## src/include/soc_macros.svh

```systemverilog
// Widths, address map and register offsets of the peripheral subsystem
// The device index is the AXI address above the APB offset bits
// Offsets are byte addresses of full 32-bit registers
`ifndef SOC_MACROS_SVH
`define SOC_MACROS_SVH

`define BUS_ADDR_WIDTH       16
`define BUS_DATA_WIDTH       32
`define APB_SLAVE_ADDR_WIDTH 12
`define APB_DEV_COUNT        2
`define GPIO_DEV_IDX         0
`define TMR_DEV_IDX          1

`define GPIO_WIDTH   8
// Line 0 is the timer and wins over line 1 (GPIO)
`define IRQ_COUNT    2
`define IRQ_ID_WIDTH 8

`define GPIO_OUT      12'h000
`define GPIO_DIR      12'h004
`define GPIO_IN       12'h008
`define GPIO_IRQ_EN   12'h00C
`define GPIO_IRQ_STAT 12'h010

`define TMR_CTRL  12'h000
`define TMR_CMP   12'h004
`define TMR_COUNT 12'h008
`define TMR_STAT  12'h00C

`endif

```

## src/source/soc_bus_pkg.sv

```systemverilog
// Bus vector types shared by the AXI-Lite bridge and the APB peripherals
// Responses use AXI encoding, only OKAY and SLVERR are ever produced
`include "soc_macros.svh"

package soc_bus_pkg;

    typedef logic [`BUS_ADDR_WIDTH-1:0]                       addr_t;
    typedef logic [`APB_SLAVE_ADDR_WIDTH-1:0]                 paddr_t;
    typedef logic [`BUS_DATA_WIDTH-1:0]                       data_t;
    typedef logic [`BUS_DATA_WIDTH/8-1:0]                     strb_t;
    typedef logic [1:0]                                       resp_t;
    typedef logic [`APB_DEV_COUNT-1:0]                        dev_sel_t;  // One-hot
    typedef logic [`BUS_ADDR_WIDTH-`APB_SLAVE_ADDR_WIDTH-1:0] dev_idx_t;

    localparam resp_t RESP_OKAY   = 2'b00;
    localparam resp_t RESP_SLVERR = 2'b10;

    typedef enum logic [2:0] {
        IDLE,    // Waiting for AW+W or AR
        SETUP,   // APB setup phase
        ACCESS,  // APB access phase
        WRESP,   // B channel valid
        RRESP    // R channel valid
    } bridge_state_e;

endpackage

```

## src/source/soc_irq_pkg.sv

```systemverilog
// Interrupt vector and ID types
// ID 0 means no request, line n is reported as n+1
`include "soc_macros.svh"

package soc_irq_pkg;

    typedef logic [`IRQ_COUNT-1:0]    irq_vec_t;
    typedef logic [`IRQ_ID_WIDTH-1:0] irq_id_t;

    localparam irq_id_t IRQ_ID_NONE = '0;

endpackage

```

## src/source/apb_if.sv

```systemverilog
// APB bus between the bridge and its devices
// Each device drives only its own prdata entry and pready/pslverr bit
`timescale 1ns/100ps
`include "soc_macros.svh"

interface apb_if;

    soc_bus_pkg::dev_sel_t psel;
    logic                  penable;
    soc_bus_pkg::paddr_t   paddr;
    logic                  pwrite;
    soc_bus_pkg::data_t    pwdata;

    // Per-device returns, driven from several modules
    wire soc_bus_pkg::data_t    prdata [`APB_DEV_COUNT];
    wire soc_bus_pkg::dev_sel_t pready;
    wire soc_bus_pkg::dev_sel_t pslverr;

    modport master (
        output psel, penable, paddr, pwrite, pwdata,
        input  prdata, pready, pslverr
    );

    modport slave (
        input  psel, penable, paddr, pwrite, pwdata,
        output prdata, pready, pslverr
    );

endinterface

```

## src/source/axi2apb.sv

```systemverilog
// AXI-Lite slave to APB master bridge, one transfer in flight
// Write wins when AW+W and AR arrive together, WSTRB is ignored
// Response comes 3 cycles after the address handshake unless back-pressured
// Unmapped device index gives SLVERR with zero read data, no APB access
`timescale 1ns/100ps
`include "soc_macros.svh"

module axi2apb (
    input  logic                clk,
    input  logic                rst_n_i,
    input  soc_bus_pkg::addr_t  s_awaddr_i,
    input  logic                s_awvalid_i,
    output logic                s_awready_o,
    input  soc_bus_pkg::data_t  s_wdata_i,
    input  soc_bus_pkg::strb_t  s_wstrb_i,
    input  logic                s_wvalid_i,
    output logic                s_wready_o,
    output soc_bus_pkg::resp_t  s_bresp_o,
    output logic                s_bvalid_o,
    input  logic                s_bready_i,
    input  soc_bus_pkg::addr_t  s_araddr_i,
    input  logic                s_arvalid_i,
    output logic                s_arready_o,
    output soc_bus_pkg::data_t  s_rdata_o,
    output soc_bus_pkg::resp_t  s_rresp_o,
    output logic                s_rvalid_o,
    input  logic                s_rready_i,
    apb_if.master               apb
);

    soc_bus_pkg::bridge_state_e state_q, state_d;
    logic                       write_q;
    soc_bus_pkg::addr_t         addr_q;
    soc_bus_pkg::data_t         wdata_q;
    soc_bus_pkg::data_t         rdata_q;
    soc_bus_pkg::resp_t         resp_q;

    soc_bus_pkg::dev_idx_t dev_idx;
    logic                  dev_hit;
    soc_bus_pkg::dev_sel_t dev_sel;
    soc_bus_pkg::data_t    sel_rdata;
    logic                  sel_ready;
    logic                  sel_err;
    logic                  wr_take;
    logic                  rd_take;
    logic                  apb_done;

    assign wr_take = (state_q == soc_bus_pkg::IDLE) && s_awvalid_i && s_wvalid_i;
    assign rd_take = (state_q == soc_bus_pkg::IDLE) && s_arvalid_i
                     && !(s_awvalid_i && s_wvalid_i);

    assign s_awready_o = wr_take;
    assign s_wready_o  = wr_take;
    assign s_arready_o = rd_take;

    // Address decode on the latched address
    assign dev_idx = addr_q[`BUS_ADDR_WIDTH-1:`APB_SLAVE_ADDR_WIDTH];
    assign dev_hit = dev_idx < `APB_DEV_COUNT;
    assign dev_sel = dev_hit ? soc_bus_pkg::dev_sel_t'(1) << dev_idx : '0;

    always_comb begin
        sel_rdata = '0;    // Unmapped reads return zero
        sel_ready = 1'b1;  // and finish in the usual ACCESS cycle
        sel_err   = 1'b1;
        for (int i = 0; i < `APB_DEV_COUNT; i++) begin
            if (dev_sel[i]) begin
                sel_rdata = apb.prdata[i];
                sel_ready = apb.pready[i];
                sel_err   = apb.pslverr[i];
            end
        end
    end

    assign apb_done = (state_q == soc_bus_pkg::ACCESS) && sel_ready;

    always_comb begin
        state_d = state_q;
        case (state_q)
            soc_bus_pkg::IDLE:   if (wr_take || rd_take) state_d = soc_bus_pkg::SETUP;
            soc_bus_pkg::SETUP:  state_d = soc_bus_pkg::ACCESS;
            soc_bus_pkg::ACCESS: if (sel_ready) state_d = write_q ? soc_bus_pkg::WRESP
                                                                  : soc_bus_pkg::RRESP;
            soc_bus_pkg::WRESP:  if (s_bready_i) state_d = soc_bus_pkg::IDLE;
            soc_bus_pkg::RRESP:  if (s_rready_i) state_d = soc_bus_pkg::IDLE;
            default:             state_d = soc_bus_pkg::IDLE;
        endcase
    end

    always_ff @(posedge clk or negedge rst_n_i) begin
        if (!rst_n_i) begin
            state_q <= soc_bus_pkg::IDLE;
            write_q <= 1'b0;
        end else begin
            state_q <= state_d;
            if (wr_take || rd_take) write_q <= wr_take;
        end
    end

    always_ff @(posedge clk) begin
        if (wr_take) begin
            addr_q  <= s_awaddr_i;
            wdata_q <= s_wdata_i;
        end else if (rd_take) begin
            addr_q <= s_araddr_i;
        end
        if (apb_done) begin
            rdata_q <= write_q ? '0 : sel_rdata;
            resp_q  <= sel_err ? soc_bus_pkg::RESP_SLVERR : soc_bus_pkg::RESP_OKAY;
        end
    end

    assign apb.psel    = (state_q == soc_bus_pkg::SETUP || state_q == soc_bus_pkg::ACCESS)
                         ? dev_sel : '0;
    assign apb.penable = state_q == soc_bus_pkg::ACCESS;
    assign apb.paddr   = addr_q[`APB_SLAVE_ADDR_WIDTH-1:0];
    assign apb.pwrite  = write_q;
    assign apb.pwdata  = wdata_q;

    assign s_bvalid_o = state_q == soc_bus_pkg::WRESP;
    assign s_bresp_o  = resp_q;
    assign s_rvalid_o = state_q == soc_bus_pkg::RRESP;
    assign s_rdata_o  = rdata_q;
    assign s_rresp_o  = resp_q;

endmodule

```

## src/source/apb_gpio.sv

```systemverilog
// APB GPIO with output, direction and rising-edge interrupt registers
// Input goes through a two-flop synchronizer before edge detection
// Zero wait states, never signals an error
`timescale 1ns/100ps
`include "soc_macros.svh"

module apb_gpio (
    input  logic                   clk,
    input  logic                   rst_n_i,
    apb_if.slave                   apb,
    input  logic [`GPIO_WIDTH-1:0] gpio_in_i,
    output logic [`GPIO_WIDTH-1:0] gpio_out_o,
    output logic [`GPIO_WIDTH-1:0] gpio_dir_o,
    output logic                   irq_o
);

    logic [`GPIO_WIDTH-1:0] out_q, dir_q, irq_en_q, stat_q;
    logic [`GPIO_WIDTH-1:0] sync1_q, sync2_q, prev_q;
    logic [`GPIO_WIDTH-1:0] rise, stat_clr;
    logic                   wr_en;
    soc_bus_pkg::data_t     rdata;

    assign wr_en    = apb.psel[`GPIO_DEV_IDX] && apb.penable && apb.pwrite;
    assign rise     = sync2_q & ~prev_q & irq_en_q;
    assign stat_clr = (wr_en && apb.paddr == `GPIO_IRQ_STAT) ? apb.pwdata[`GPIO_WIDTH-1:0]
                                                            : '0;

    always_ff @(posedge clk or negedge rst_n_i) begin
        if (!rst_n_i) begin
            out_q    <= '0;
            dir_q    <= '0;
            irq_en_q <= '0;
            stat_q   <= '0;
            sync1_q  <= '0;
            sync2_q  <= '0;
            prev_q   <= '0;
        end else begin
            sync1_q <= gpio_in_i;
            sync2_q <= sync1_q;
            prev_q  <= sync2_q;
            stat_q  <= (stat_q & ~stat_clr) | rise;  // New edge beats the clear
            if (wr_en) begin
                case (apb.paddr)
                    `GPIO_OUT:    out_q    <= apb.pwdata[`GPIO_WIDTH-1:0];
                    `GPIO_DIR:    dir_q    <= apb.pwdata[`GPIO_WIDTH-1:0];
                    `GPIO_IRQ_EN: irq_en_q <= apb.pwdata[`GPIO_WIDTH-1:0];
                    default: ;
                endcase
            end
        end
    end

    always_comb begin
        case (apb.paddr)
            `GPIO_OUT:      rdata = soc_bus_pkg::data_t'(out_q);
            `GPIO_DIR:      rdata = soc_bus_pkg::data_t'(dir_q);
            `GPIO_IN:       rdata = soc_bus_pkg::data_t'(sync2_q);
            `GPIO_IRQ_EN:   rdata = soc_bus_pkg::data_t'(irq_en_q);
            `GPIO_IRQ_STAT: rdata = soc_bus_pkg::data_t'(stat_q);
            default:        rdata = '0;
        endcase
    end

    assign apb.prdata[`GPIO_DEV_IDX]  = rdata;
    assign apb.pready[`GPIO_DEV_IDX]  = 1'b1;
    assign apb.pslverr[`GPIO_DEV_IDX] = 1'b0;

    assign gpio_out_o = out_q;
    assign gpio_dir_o = dir_q;
    assign irq_o      = |stat_q;

endmodule

```

## src/source/apb_timer.sv

```systemverilog
// APB compare timer, 32-bit up counter clocked every cycle when enabled
// Count wraps to 0 on compare match and sets a sticky status (W1C)
// Count register is read-only
`timescale 1ns/100ps
`include "soc_macros.svh"

module apb_timer (
    input  logic clk,
    input  logic rst_n_i,
    apb_if.slave apb,
    output logic irq_o
);

    logic               en_q;
    logic               stat_q;
    soc_bus_pkg::data_t cmp_q;
    soc_bus_pkg::data_t count_q;
    logic               match;
    logic               stat_clr;
    logic               wr_en;
    soc_bus_pkg::data_t rdata;

    assign wr_en    = apb.psel[`TMR_DEV_IDX] && apb.penable && apb.pwrite;
    assign match    = en_q && (count_q == cmp_q);
    assign stat_clr = wr_en && (apb.paddr == `TMR_STAT) && apb.pwdata[0];

    always_ff @(posedge clk or negedge rst_n_i) begin
        if (!rst_n_i) begin
            en_q    <= 1'b0;
            stat_q  <= 1'b0;
            cmp_q   <= '0;
            count_q <= '0;
        end else begin
            if (match) begin
                count_q <= '0;
            end else if (en_q) begin
                count_q <= count_q + 1'b1;
            end
            stat_q <= (stat_q && !stat_clr) || match;  // Set wins
            if (wr_en) begin
                case (apb.paddr)
                    `TMR_CTRL: en_q  <= apb.pwdata[0];
                    `TMR_CMP:  cmp_q <= apb.pwdata;
                    default: ;
                endcase
            end
        end
    end

    always_comb begin
        case (apb.paddr)
            `TMR_CTRL:  rdata = soc_bus_pkg::data_t'(en_q);
            `TMR_CMP:   rdata = cmp_q;
            `TMR_COUNT: rdata = count_q;
            `TMR_STAT:  rdata = soc_bus_pkg::data_t'(stat_q);
            default:    rdata = '0;
        endcase
    end

    assign apb.prdata[`TMR_DEV_IDX]  = rdata;
    assign apb.pready[`TMR_DEV_IDX]  = 1'b1;
    assign apb.pslverr[`TMR_DEV_IDX] = 1'b0;

    assign irq_o = stat_q;

endmodule

```

## src/source/irq_ctrl.sv

```systemverilog
// Fixed-priority interrupt encoder, lowest line index wins
// Request and ID are registered, one cycle behind the source vector
`timescale 1ns/100ps
`include "soc_macros.svh"

module irq_ctrl (
    input  logic                  clk,
    input  logic                  rst_n_i,
    input  soc_irq_pkg::irq_vec_t irq_vec_i,
    output logic                  irq_req_o,
    output soc_irq_pkg::irq_id_t  irq_id_o
);

    soc_irq_pkg::irq_id_t id_d;

    // Walk down so the lowest active line is the last one written
    always_comb begin
        id_d = soc_irq_pkg::IRQ_ID_NONE;
        for (int i = `IRQ_COUNT - 1; i >= 0; i--) begin
            if (irq_vec_i[i]) id_d = soc_irq_pkg::irq_id_t'(i + 1);
        end
    end

    always_ff @(posedge clk or negedge rst_n_i) begin
        if (!rst_n_i) begin
            irq_req_o <= 1'b0;
            irq_id_o  <= soc_irq_pkg::IRQ_ID_NONE;
        end else begin
            irq_req_o <= |irq_vec_i;
            irq_id_o  <= id_d;
        end
    end

endmodule

```

## src/source/alioth_periph_top.sv

```systemverilog
// Peripheral subsystem: AXI-Lite to APB bridge, GPIO, timer and IRQ encoder
// Address bits 15:12 select the device, 0 is GPIO and 1 is the timer
// Interrupt line 0 is the timer, line 1 is GPIO
`timescale 1ns/100ps
`include "soc_macros.svh"

module alioth_periph_top (
    input  logic                   clk,
    input  logic                   rst_n_i,
    input  soc_bus_pkg::addr_t     s_awaddr_i,
    input  logic                   s_awvalid_i,
    output logic                   s_awready_o,
    input  soc_bus_pkg::data_t     s_wdata_i,
    input  soc_bus_pkg::strb_t     s_wstrb_i,
    input  logic                   s_wvalid_i,
    output logic                   s_wready_o,
    output soc_bus_pkg::resp_t     s_bresp_o,
    output logic                   s_bvalid_o,
    input  logic                   s_bready_i,
    input  soc_bus_pkg::addr_t     s_araddr_i,
    input  logic                   s_arvalid_i,
    output logic                   s_arready_o,
    output soc_bus_pkg::data_t     s_rdata_o,
    output soc_bus_pkg::resp_t     s_rresp_o,
    output logic                   s_rvalid_o,
    input  logic                   s_rready_i,
    input  logic [`GPIO_WIDTH-1:0] gpio_in_i,
    output logic [`GPIO_WIDTH-1:0] gpio_out_o,
    output logic [`GPIO_WIDTH-1:0] gpio_dir_o,
    output logic                   irq_req_o,
    output soc_irq_pkg::irq_id_t   irq_id_o
);

    logic                  gpio_irq;
    logic                  tmr_irq;
    soc_irq_pkg::irq_vec_t irq_vec;

    apb_if apb_bus ();

    // AXI port names match the top level one to one
    axi2apb u_axi2apb (.*, .apb(apb_bus));

    apb_gpio u_apb_gpio (.*, .apb(apb_bus), .irq_o(gpio_irq));

    apb_timer u_apb_timer (.*, .apb(apb_bus), .irq_o(tmr_irq));

    assign irq_vec = {gpio_irq, tmr_irq};  // Timer on line 0

    irq_ctrl u_irq_ctrl (.*, .irq_vec_i(irq_vec));

endmodule

```

## config.mk

```make
export PLATFORM = sky130hd
export DESIGN_NAME = alioth_periph_top
export DESIGN_NICKNAME = d
export VERILOG_FILES = /design/src/source/soc_bus_pkg.sv /design/src/source/soc_irq_pkg.sv /design/src/source/apb_if.sv /design/src/source/axi2apb.sv /design/src/source/apb_gpio.sv /design/src/source/apb_timer.sv /design/src/source/irq_ctrl.sv /design/src/source/alioth_periph_top.sv
export VERILOG_INCLUDE_DIRS = /design/src /design/src/include
export SDC_FILE = /design/constraint.sdc
export NUM_CORES = 1
export LEC_CHECK = 0
export ABC_AREA = 1
export BUFFER_PORTS_ARGS = -buffer_cell sky130_fd_sc_hd__clkbuf_2
export CAP_MARGIN = 20
export CORE_ASPECT_RATIO = 1.25
export CORE_MARGIN = 3
export CORE_UTILIZATION = 59
export CTS_BUF_LIST = sky130_fd_sc_hd__clkbuf_4 sky130_fd_sc_hd__clkbuf_8
export DETAILED_ROUTE_END_ITERATION = 10
export PLACE_DENSITY = 0.86
export SLEW_MARGIN = 15
export SYNTH_ARGS = -nofsm -noshare
export SYNTH_HDL_FRONTEND = slang
export SYNTH_SLANG_ARGS = --single-unit
```

## constraint.sdc

```tcl
create_clock -name clk -period 3.03 [get_ports clk]
set_input_delay 0.606 -clock clk [delete_from_list [all_inputs] [get_ports clk]]
set_output_delay 0.606 -clock clk [all_outputs]
set_load 0.01 [all_outputs]
```

# Yosys cells after proc, flatten, opt, wreduce, memory -nomap -nowiden
# Index checks and enable logic that the tools add are counted.
# totals
wordCells	92
reg_bits	217
out_inout_bits	66
in_bits	83
# classes
n_shift	1
n_lt_le_gt_ge	1
bitwise_logic	6
reduce_logical	31
add_sub_neg	1
eq_ne	12
n_mux	21
# ops
operator	count
32-bit 2-to-1 mux	4
32-bit case mux with 4 select lines	1
8-bit case mux with 5 select lines	1
32-bit by 1-bit adder with 32-bit output, second input constant	1
32-bit equality test	1
16-bit 2-to-1 mux	2
8-bit AND	3
12-bit by 4-bit equality test with 1-bit output, second input constant	2
8-bit 2-to-1 mux	2
8-bit inverter	2
3-bit case mux with 5 select lines	1
1-bit logical AND	14
12-bit by 3-bit equality test with 1-bit output, second input constant	1
12-bit by 5-bit equality test with 1-bit output, second input constant	1
12-bit zero test	1
3-bit 2-to-1 mux	4
2-bit AND reduction	5
9-bit OR reduction	1
2-bit 2-to-1 mux	4
8-bit OR	1
8-bit OR reduction	1
3-bit by 2-bit equality test with 1-bit output, second input constant	2
4-bit by 2-bit < comparator with 1-bit output, second input constant	1
2-bit by 1-bit != test with 1-bit output, second input constant	2
other kinds (10)	15

# Longest topological paths before layout
# Gate-level depths: netlist of the first run.
# depth
ltp_word	10
ltp_mapped	12
depth_no_buf	10

# Worst setup path after synthesis of the first run
# No wires, ideal clock.
# synth_timing
kind	in2out
start	input port s_wvalid_i
end	output port s_wready_o
t_arrival_ps	1819
t_required_ps	2424
cell_stages	6
path_buffers	2
setup_slack_ps	605
cell_sequence	nand2_1 > inv_1 > nand2_1 > clkinv_1 > buf_2 > buf_4
# synth_between
elab_chain_len	1
# synth_lines
item	line_no	rtl
start, declared	alioth_periph_top.sv:15	input logic s_wvalid_i,
1-bit logical AND	axi2apb.sv:48	assign wr_take = (state_q == soc_bus_pkg::IDLE) && s_awvalid_i && s_wvalid_i;
end, declared	alioth_periph_top.sv:16	output logic s_wready_o,
# Every way passes these cells.

# Worst setup path in the final report of the first run
# layout_timing
start	register u_axi2apb.state_q[1]
end	output port s_wready_o
# layout_between
elab_chain_len	3
# layout_lines
item	line_no	rtl
start, declared	axi2apb.sv:31	soc_bus_pkg::bridge_state_e state_q, state_d;
start signal, assigned	axi2apb.sv:91	state_q <= soc_bus_pkg::IDLE;
start signal, assigned	axi2apb.sv:94	state_q <= state_d;
3-bit zero test	axi2apb.sv:48	
1-bit logical AND (2 in series)	axi2apb.sv:48	
# Every way passes these cells.

==> results of run 1 <==
[cell families (layout without fill, tap and decap cells)]
logic type | after synthesis | after routing | synth area share [%]
AOI/OAI and AO/OA | 126 | 126 | 7.11
xor gates and xnor gates | 33 | 33 | 2.83
adders and majority gates | 1 | 1 | 0.122
buffers and inverters | 168 | 330 | 7.32
DFF | 210 | 210 | 55.4
other | 1 | 8 | 0.0367
and+or+nand+nor | 656 | 656 | 27.2
[power groups by stage]
| stage | clock, W | sequential, W | combinational, W |
|---|---|---|---|
| 6_report | 0.00246 | 0.00345 | 0.000871 |
| 5_1_grt | 0.00262 | 0.00347 | 0.000960 |
| 4_1_cts | 0.00250 | 0.00345 | 0.000875 |
| 3_5_place_dp | 0 | 0.00350 | 0.000863 |
| 3_3_place_gp | 0 | 0.00349 | 0.000834 |
| 2_1_floorplan | 0 | 0.00354 | 0.000414 |
[cell type report]
cell class / count / area [sq um]
Sequential cell: 210 / 5660
Fill cell: 1369 / 5160
Multi-Input combinational cell: 824 / 3840
Timing Repair Buffer: 156 / 858
Clock buffer: 51 / 627
Inverter: 113 / 424
Tap cell: 220 / 275
Clock inverter: 10 / 65.1
[worst max-delay path by stage]
stage	from	end	slack, ns	cells after the start
5_1_grt	u_axi2apb.state_q[1]	s_awready_o	0.33	7
4_1_cts	u_axi2apb.state_q[1]	s_wready_o	0.43	7
3_3_place_gp	u_axi2apb.addr_q[9]	u_axi2apb.s_rdata_o[31]	0.70	7
3_5_place_dp	u_axi2apb.addr_q[9]	u_apb_gpio.gpio_dir_o[2]	0.62	8
6_report	u_axi2apb.state_q[1]	s_wready_o	0.43	7
2_1_floorplan	s_wvalid_i	s_wready_o	0.60	6
[per-stage QoR]
stage / total power (W) / util [%]
finish: 0.00677 / 69.5
CTS: 0.00682 / 69.5
global route: 0.00706 / 69.5
global placement: 0.00432 / 65.4
floorplan: 0.00395 / -
detailed placement: 0.00436 / 65.4
[per-layer routing]
metal  track usage, %  vias up  part of all wire [%]  wire (microns)
met4             12.9        0                   3.9            1020
met3             4.18       80                   5.4            1390
met2             48.9      323                    52           13500
met5                0        -                     0               0
met1             32.7     3991                    38            9850
li1                 -     4143                     -               -
[flip-flops by register name (all words and copies together) (netlist names)]
register,flops
u_apb_gpio.irq_en_q,8
u_axi2apb.apb.pwrite,1
u_axi2apb.addr_q,16
u_apb_gpio.sync1_q,8
u_axi2apb.s_rdata_o,32
u_apb_timer.irq_o,1
u_apb_gpio.prev_q,8
u_axi2apb.s_bresp_o,1
u_apb_timer.count_q,32
u_apb_gpio.stat_q,8
u_apb_gpio.sync2_q,8
u_axi2apb.state_q,3
u_apb_timer.cmp_q,32
u_irq_ctrl.irq_id_o,2
u_axi2apb.apb.pwdata,32
u_apb_gpio.gpio_out_o,8
u_apb_timer.en_q,1
u_irq_ctrl.irq_req_o,1
u_apb_gpio.gpio_dir_o,8
[worst max-delay path, cell delays in order, from the launching register on]
cell,delay [ns]
dfrtp_1,0.39
inv_1,0.10
nand2_1,0.14
nor2_1,0.22
nand2_1,0.14
buf_4,0.22
inv_2,0.12
clkbuf_2,0.14
[layout by cell type (no fill, tap or decap), types with 6 or more instances in the layout]
cell type  count
nor2_1       144
nand4_1       19
nand2_1      353
conb_1         8
clkbuf_2     135
clkbuf_4      12
nand3b_1       8
nor3_1        11
dfrtp_1      129
o21ai_0       66
buf_4         19
inv_1        106
nand3_1      101
inv_2          6
xor2_1        16
a21oi_2       20
clkbuf_8      39
edfxtp_1      81
xnor2_1       17
a21oi_1       24
==> reports/qor.yml, run 1 <==
grt_use_total_pct: 27.7
setup_ws_ns: 0.431
rrSetupSlack_ns: 0.61
synth_ff_type: "dfrtp_1"
p_per_area_nw_per_um2: 576
async_flop_share_pct: 61.4
setup_violations: 0
leakage_nw: 5.60
syn_area_sq_um: 10200
seq_area_frac_synth_pct: 55.4
max_clock_freq_ghz: 0.385
cp.required_ns: 2.42
cts.sinks: 210
synth_top_area_share_pct: 31.6
antenna_found_initial: 0
rows: 53
synth.most_common_cell: "nand2_1"
critical_path_arrival_ns: 1.99
synth_cells: 1195
ys_ff_latch: 210
path_clk_slew_ns: 0.06
insertion_delay_ns: 0.54
synth.area.top_cells: "dfrtp_1, edfxtp_1, nand2_1"
placed_cell_area_sq_um: 11100
grt_max_degree: 59
rsz0062_at_grt: "false"
pwr-share-comb_pct: 12.9
skew_ns: 0.0351
p_int_w: 0.00493
hold_buffers: 0
fin_cells: 1584
grt_pass1_wl_microns: 41600
yosys-top-cells-count: "nand2_1, nor2_1, dfrtp_1"
finalSetupTns_ns: 0
ys_warn_count: 0
hold_path.class: "in2async"
switching_share_pct: 27.3
tightestPinTransition_ns: 0.788
place_inst: 1523
cts-buffers-inserted: 34
first_pass_iters: 5
clk_path_buf_depth: 3
maxCapViolCount: 0
slew-limit-headroom_pct: 47.5
ir_drop_mv: 0.616
ys_types: 38
drtIter0Drc: 638
vias: 8537
timing.rr.end: "u_apb_gpio.gpio_dir_o[3]"
fp.dieH_microns: 153
period_share_pct: 85.8
drc: 0
root_buffer: "clkbuf_8"
holdWs_ns: 0.161
period_needed_ns: 2.60
drive_above_1_share_pct: 18.4
tritoncts: "built"
io_buffers: 136
crit_path_max_fanout: 17
status: "complete, no violations"
gr-total-overflow: 0
antenna_left: 0
final_nets: 1423
dieArea_sq_um: 19000
die_width_microns: 124
design_area_sq_um: 11800
io_pins: 149
netSwitchingPower_w: 0.00185
syn_to_final_growth_pct: 14.9
start_util_pct: 60.5
start_kind: "flop"
avgSynthCellArea_sq_um: 8.55
diodes: 0
routedWlPerCell_microns: 16.3
viasPerCell: 5.39
cts_setup_buffers: 0
yosysTopAreaCell: "dfrtp_1"
final_max_slew_viol_count: 0
htree_num_levels: 2
hold_violations: 0
gp_congestion: 0.961
dp_slack_ns: 0.616
synth-edff-count: 81
pwr-share-clk_pct: 36.3
grt_pass1_vias: 8622
drt-total-wl_microns: 25800
ff2ff_path_depth: 7
crit_type: "reg2out"
dp_hpwl_microns: 18800
seq_power_share_pct: 50.9
coreArea_sq_um: 16900
cts-resized-gates: 0
r2r-start: "u_axi2apb.addr_q[9]"
cp-end-kind: "output port"
No activity file was read; power rests on OpenSTA's default activity.
==> run 2, diff against run 1 <==
--- a/config.mk
+++ b/config.mk
@@ -10,7 +10,6 @@
 export BUFFER_PORTS_ARGS = -buffer_cell sky130_fd_sc_hd__clkbuf_2
 export CAP_MARGIN = 20
 export CORE_ASPECT_RATIO = 1.25
-export CORE_MARGIN = 3
 export CORE_UTILIZATION = 59
 export CTS_BUF_LIST = sky130_fd_sc_hd__clkbuf_4 sky130_fd_sc_hd__clkbuf_8
 export DETAILED_ROUTE_END_ITERATION = 10
==> constraint.sdc (replaced) <==
create_clock -name clk -period 2.84 [get_ports clk]
set_input_delay 0.568 -clock clk [delete_from_list [all_inputs] [get_ports clk]]
set_output_delay 0.568 -clock clk [all_outputs]
set_load 0.01 [all_outputs]
==> run 2 against run 1 <==
Worst hold slack lost 0.078 ns. Largest power group unchanged. Largest cell class unchanged. Setup slack lost 0.27 ns. Total power increased by 10%. Non-clock buffer count increased by 1. Sequential share of layout area shrank 0.30 points. Flip-flop and latch count unchanged. Global-route usage rose by 1.6 points.
==> reports/qor.yml, run 2 (synthesized netlist as in run 1, its figures left out) <==
status: "complete, no violations"
syn_to_final_growth_pct: 15.7
viasPerCell: 5.33  # -1.1%
hold_violations: 0  # unchanged
htree_num_levels: 1  # -1
layout_common_cells: "nand2_1, nor2_1, clkbuf_2, dfrtp_1, inv_1"
pwr-share-clk_pct: 38.6  # +2.3 points
start_kind: "flop"
dieArea_sq_um: 17900  # -5.8%
tightestPinTransition_ns: 0.710  # -0.0778 ns
antenna_found_initial: 0  # unchanged
ir_drop_mv: 0.517  # -16%
max_clock_freq_ghz: 0.373
gp_congestion: 0.952  # -0.91%
hp-start: "gpio_in_i[4]"
grt_pass1_vias: 8319  # -3.5%
drt-total-wl_microns: 25400  # -1.5%
rsz0062_at_grt: "false"
period_needed_ns: 2.68
dp_hpwl_microns: 18500  # -1.8%
final_nets: 1421  # -0.14%
insertion_delay_ns: 0.60  # +0.06 ns
dp_slack_ns: 0.611  # -0.00469 ns
tritoncts: "built"
p_per_area_nw_per_um2: 630  # +9.3%
cts.sinks: 210  # unchanged
mostFrequentLayoutCell: "nand2_1"
setup_violations: 0  # unchanged
critical_path_arrival_ns: 2.12  # +0.13 ns
crit_type: "reg2out"
fp.dieH_microns: 149  # -2.6%
finalSetupTns_ns: 0  # unchanged
cts-resized-gates: 0  # unchanged
root_buffer: "clkbuf_8"
die_width_microns: 120  # -3.2%
setup_ws_ns: 0.156  # -0.275 ns
r2r-start: "u_axi2apb.addr_q[11]"
pwr-share-comb_pct: 12.2  # -0.7 points
vias: 8435  # -1.2%
leakage_nw: 5.63  # +0.54%
drtIter0Drc: 463  # -27%
grt_pass1_wl_microns: 40900  # -1.9%
hold_path.class: "in2reg"
netSwitchingPower_w: 0.00195  # +5.4%
slew-limit-headroom_pct: 52.6  # +5.1 points
cts-buffers-inserted: 31  # -8.8%
io_buffers: 136  # unchanged
p_int_w: 0.00551  # +12%
skew_ns: 0.0428  # +0.00769 ns
gr-total-overflow: 0  # unchanged
coreArea_sq_um: 16900  # unchanged
clk_path_buf_depth: 3  # unchanged
grt_use_total_pct: 29.3  # +1.6 points
seq_power_share_pct: 49.3  # -1.6 points
path_clk_slew_ns: 0.06  # about the same
grt_max_degree: 44  # -25%
switching_share_pct: 26.1  # -1.1 points
drc: 0  # unchanged
crit_path_max_fanout: 22  # +5
antenna_left: 0  # unchanged
io_pins: 149  # unchanged
cp-startpoint: "u_axi2apb.state_q[0]"
first_pass_iters: 7  # +2
start_util_pct: 60.5  # unchanged
routedWlPerCell_microns: 16.0  # -1.4%
drive_above_1_share_pct: 18.4  # +0.027 points
diodes: 0  # unchanged
rows: 53  # unchanged
final_max_slew_viol_count: 0  # unchanged
period_share_pct: 94.5
cp.required_ns: 2.27  # -0.15 ns
maxCapViolCount: 0  # unchanged
cp-end-kind: "output port"
-- run 2: changes by cell type in the layout (fill, tap and decap cells not counted) --
cell / previous run / this run
clkinv_2: 3 / 5
clkbuf_8: 39 / 43
clkbuf_4: 12 / 5
bufinv_16: 0 / 3
inv_8: 1 / 0
dlygate4sd3_1: 0 / 1
clkinv_8: 1 / 0
clkinv_1: 5 / 2
-- run 2: per-stage QoR --
step / std cells / hold slack, ns / utilization [%] / cell area (sq um) / power [W]
final: 1582 / 0.0825 / 69.9 / 11800 / 0.00745
after global routing: 1582 / 0.0638 / 69.9 / 11800 / 0.00774
after CTS: 1582 / 0.0512 / 69.9 / 11800 / 0.00751
after detailed placement: 1523 / 0.337 / 65.4 / 11100 / 0.00464
after global placement: 1523 / 0.332 / 65.4 / 11100 / 0.00460
after floorplan: 1202 / 0.272 / - / 10200 / 0.00422
-- run 2: layer usage --
| layer | GRT usage (%) | share of wire [%] |
|---|---|---|
| met3 | 4.59 | 5.7 |
| met2 | 51.4 | 51 |
| met1 | 33.9 | 38 |
| met5 | 0 | 0 |
| met4 | 17.6 | 5.4 |
-- run 2: power groups by stage --
stage / Combinational, W / Clock, W / Sequential, W
final: 0.000906 / 0.00287 / 0.00367
after global routing: 0.00100 / 0.00303 / 0.00371
after CTS: 0.000914 / 0.00292 / 0.00368
after detailed placement: 0.000909 / 0 / 0.00373
after global placement: 0.000877 / 0 / 0.00372
after floorplan: 0.000442 / 0 / 0.00378
-- run 2: worst max-delay path, stage by stage, from the launching register on --
cell      delay, ns
dfrtp_1        0.38
inv_1          0.09
nand2_1        0.11
nor2_1         0.19
nand2_1        0.11
inv_2          0.44
clkbuf_2       0.24
-- run 2: timing repair --
item	in CTS	in global routing
buffers inserted	0	0
hold buffers	1	0
endpoints found under the hold margin	40	0
-- run 2: final timing paths --
path | slack (ns) | to | cells past startpoint
max | 0.16 | s_wready_o | 6
min | 0.08 | u_apb_gpio.sync1_q[4] | 1
max reg2reg | 0.62 | u_apb_gpio.gpio_out_o[3] | 7
min reg2reg | 0.35 | u_apb_gpio.sync2_q[5] | 0
max in group asynchronous | 1.51 | u_apb_timer.cmp_q[25] | 3
min in group asynchronous | 0.52 | u_apb_timer.count_q[19] | 2
-- run 2: area by class of cell --
class / count / area, sq um
flip-flops and latches: 210 / 5660
fillers: 1360 / 5090
multi-input cells: 824 / 3840
repair buffers: 157 / 868
clock buffers: 48 / 629
inverters: 113 / 424
well taps: 220 / 275
clock inverters: 10 / 126
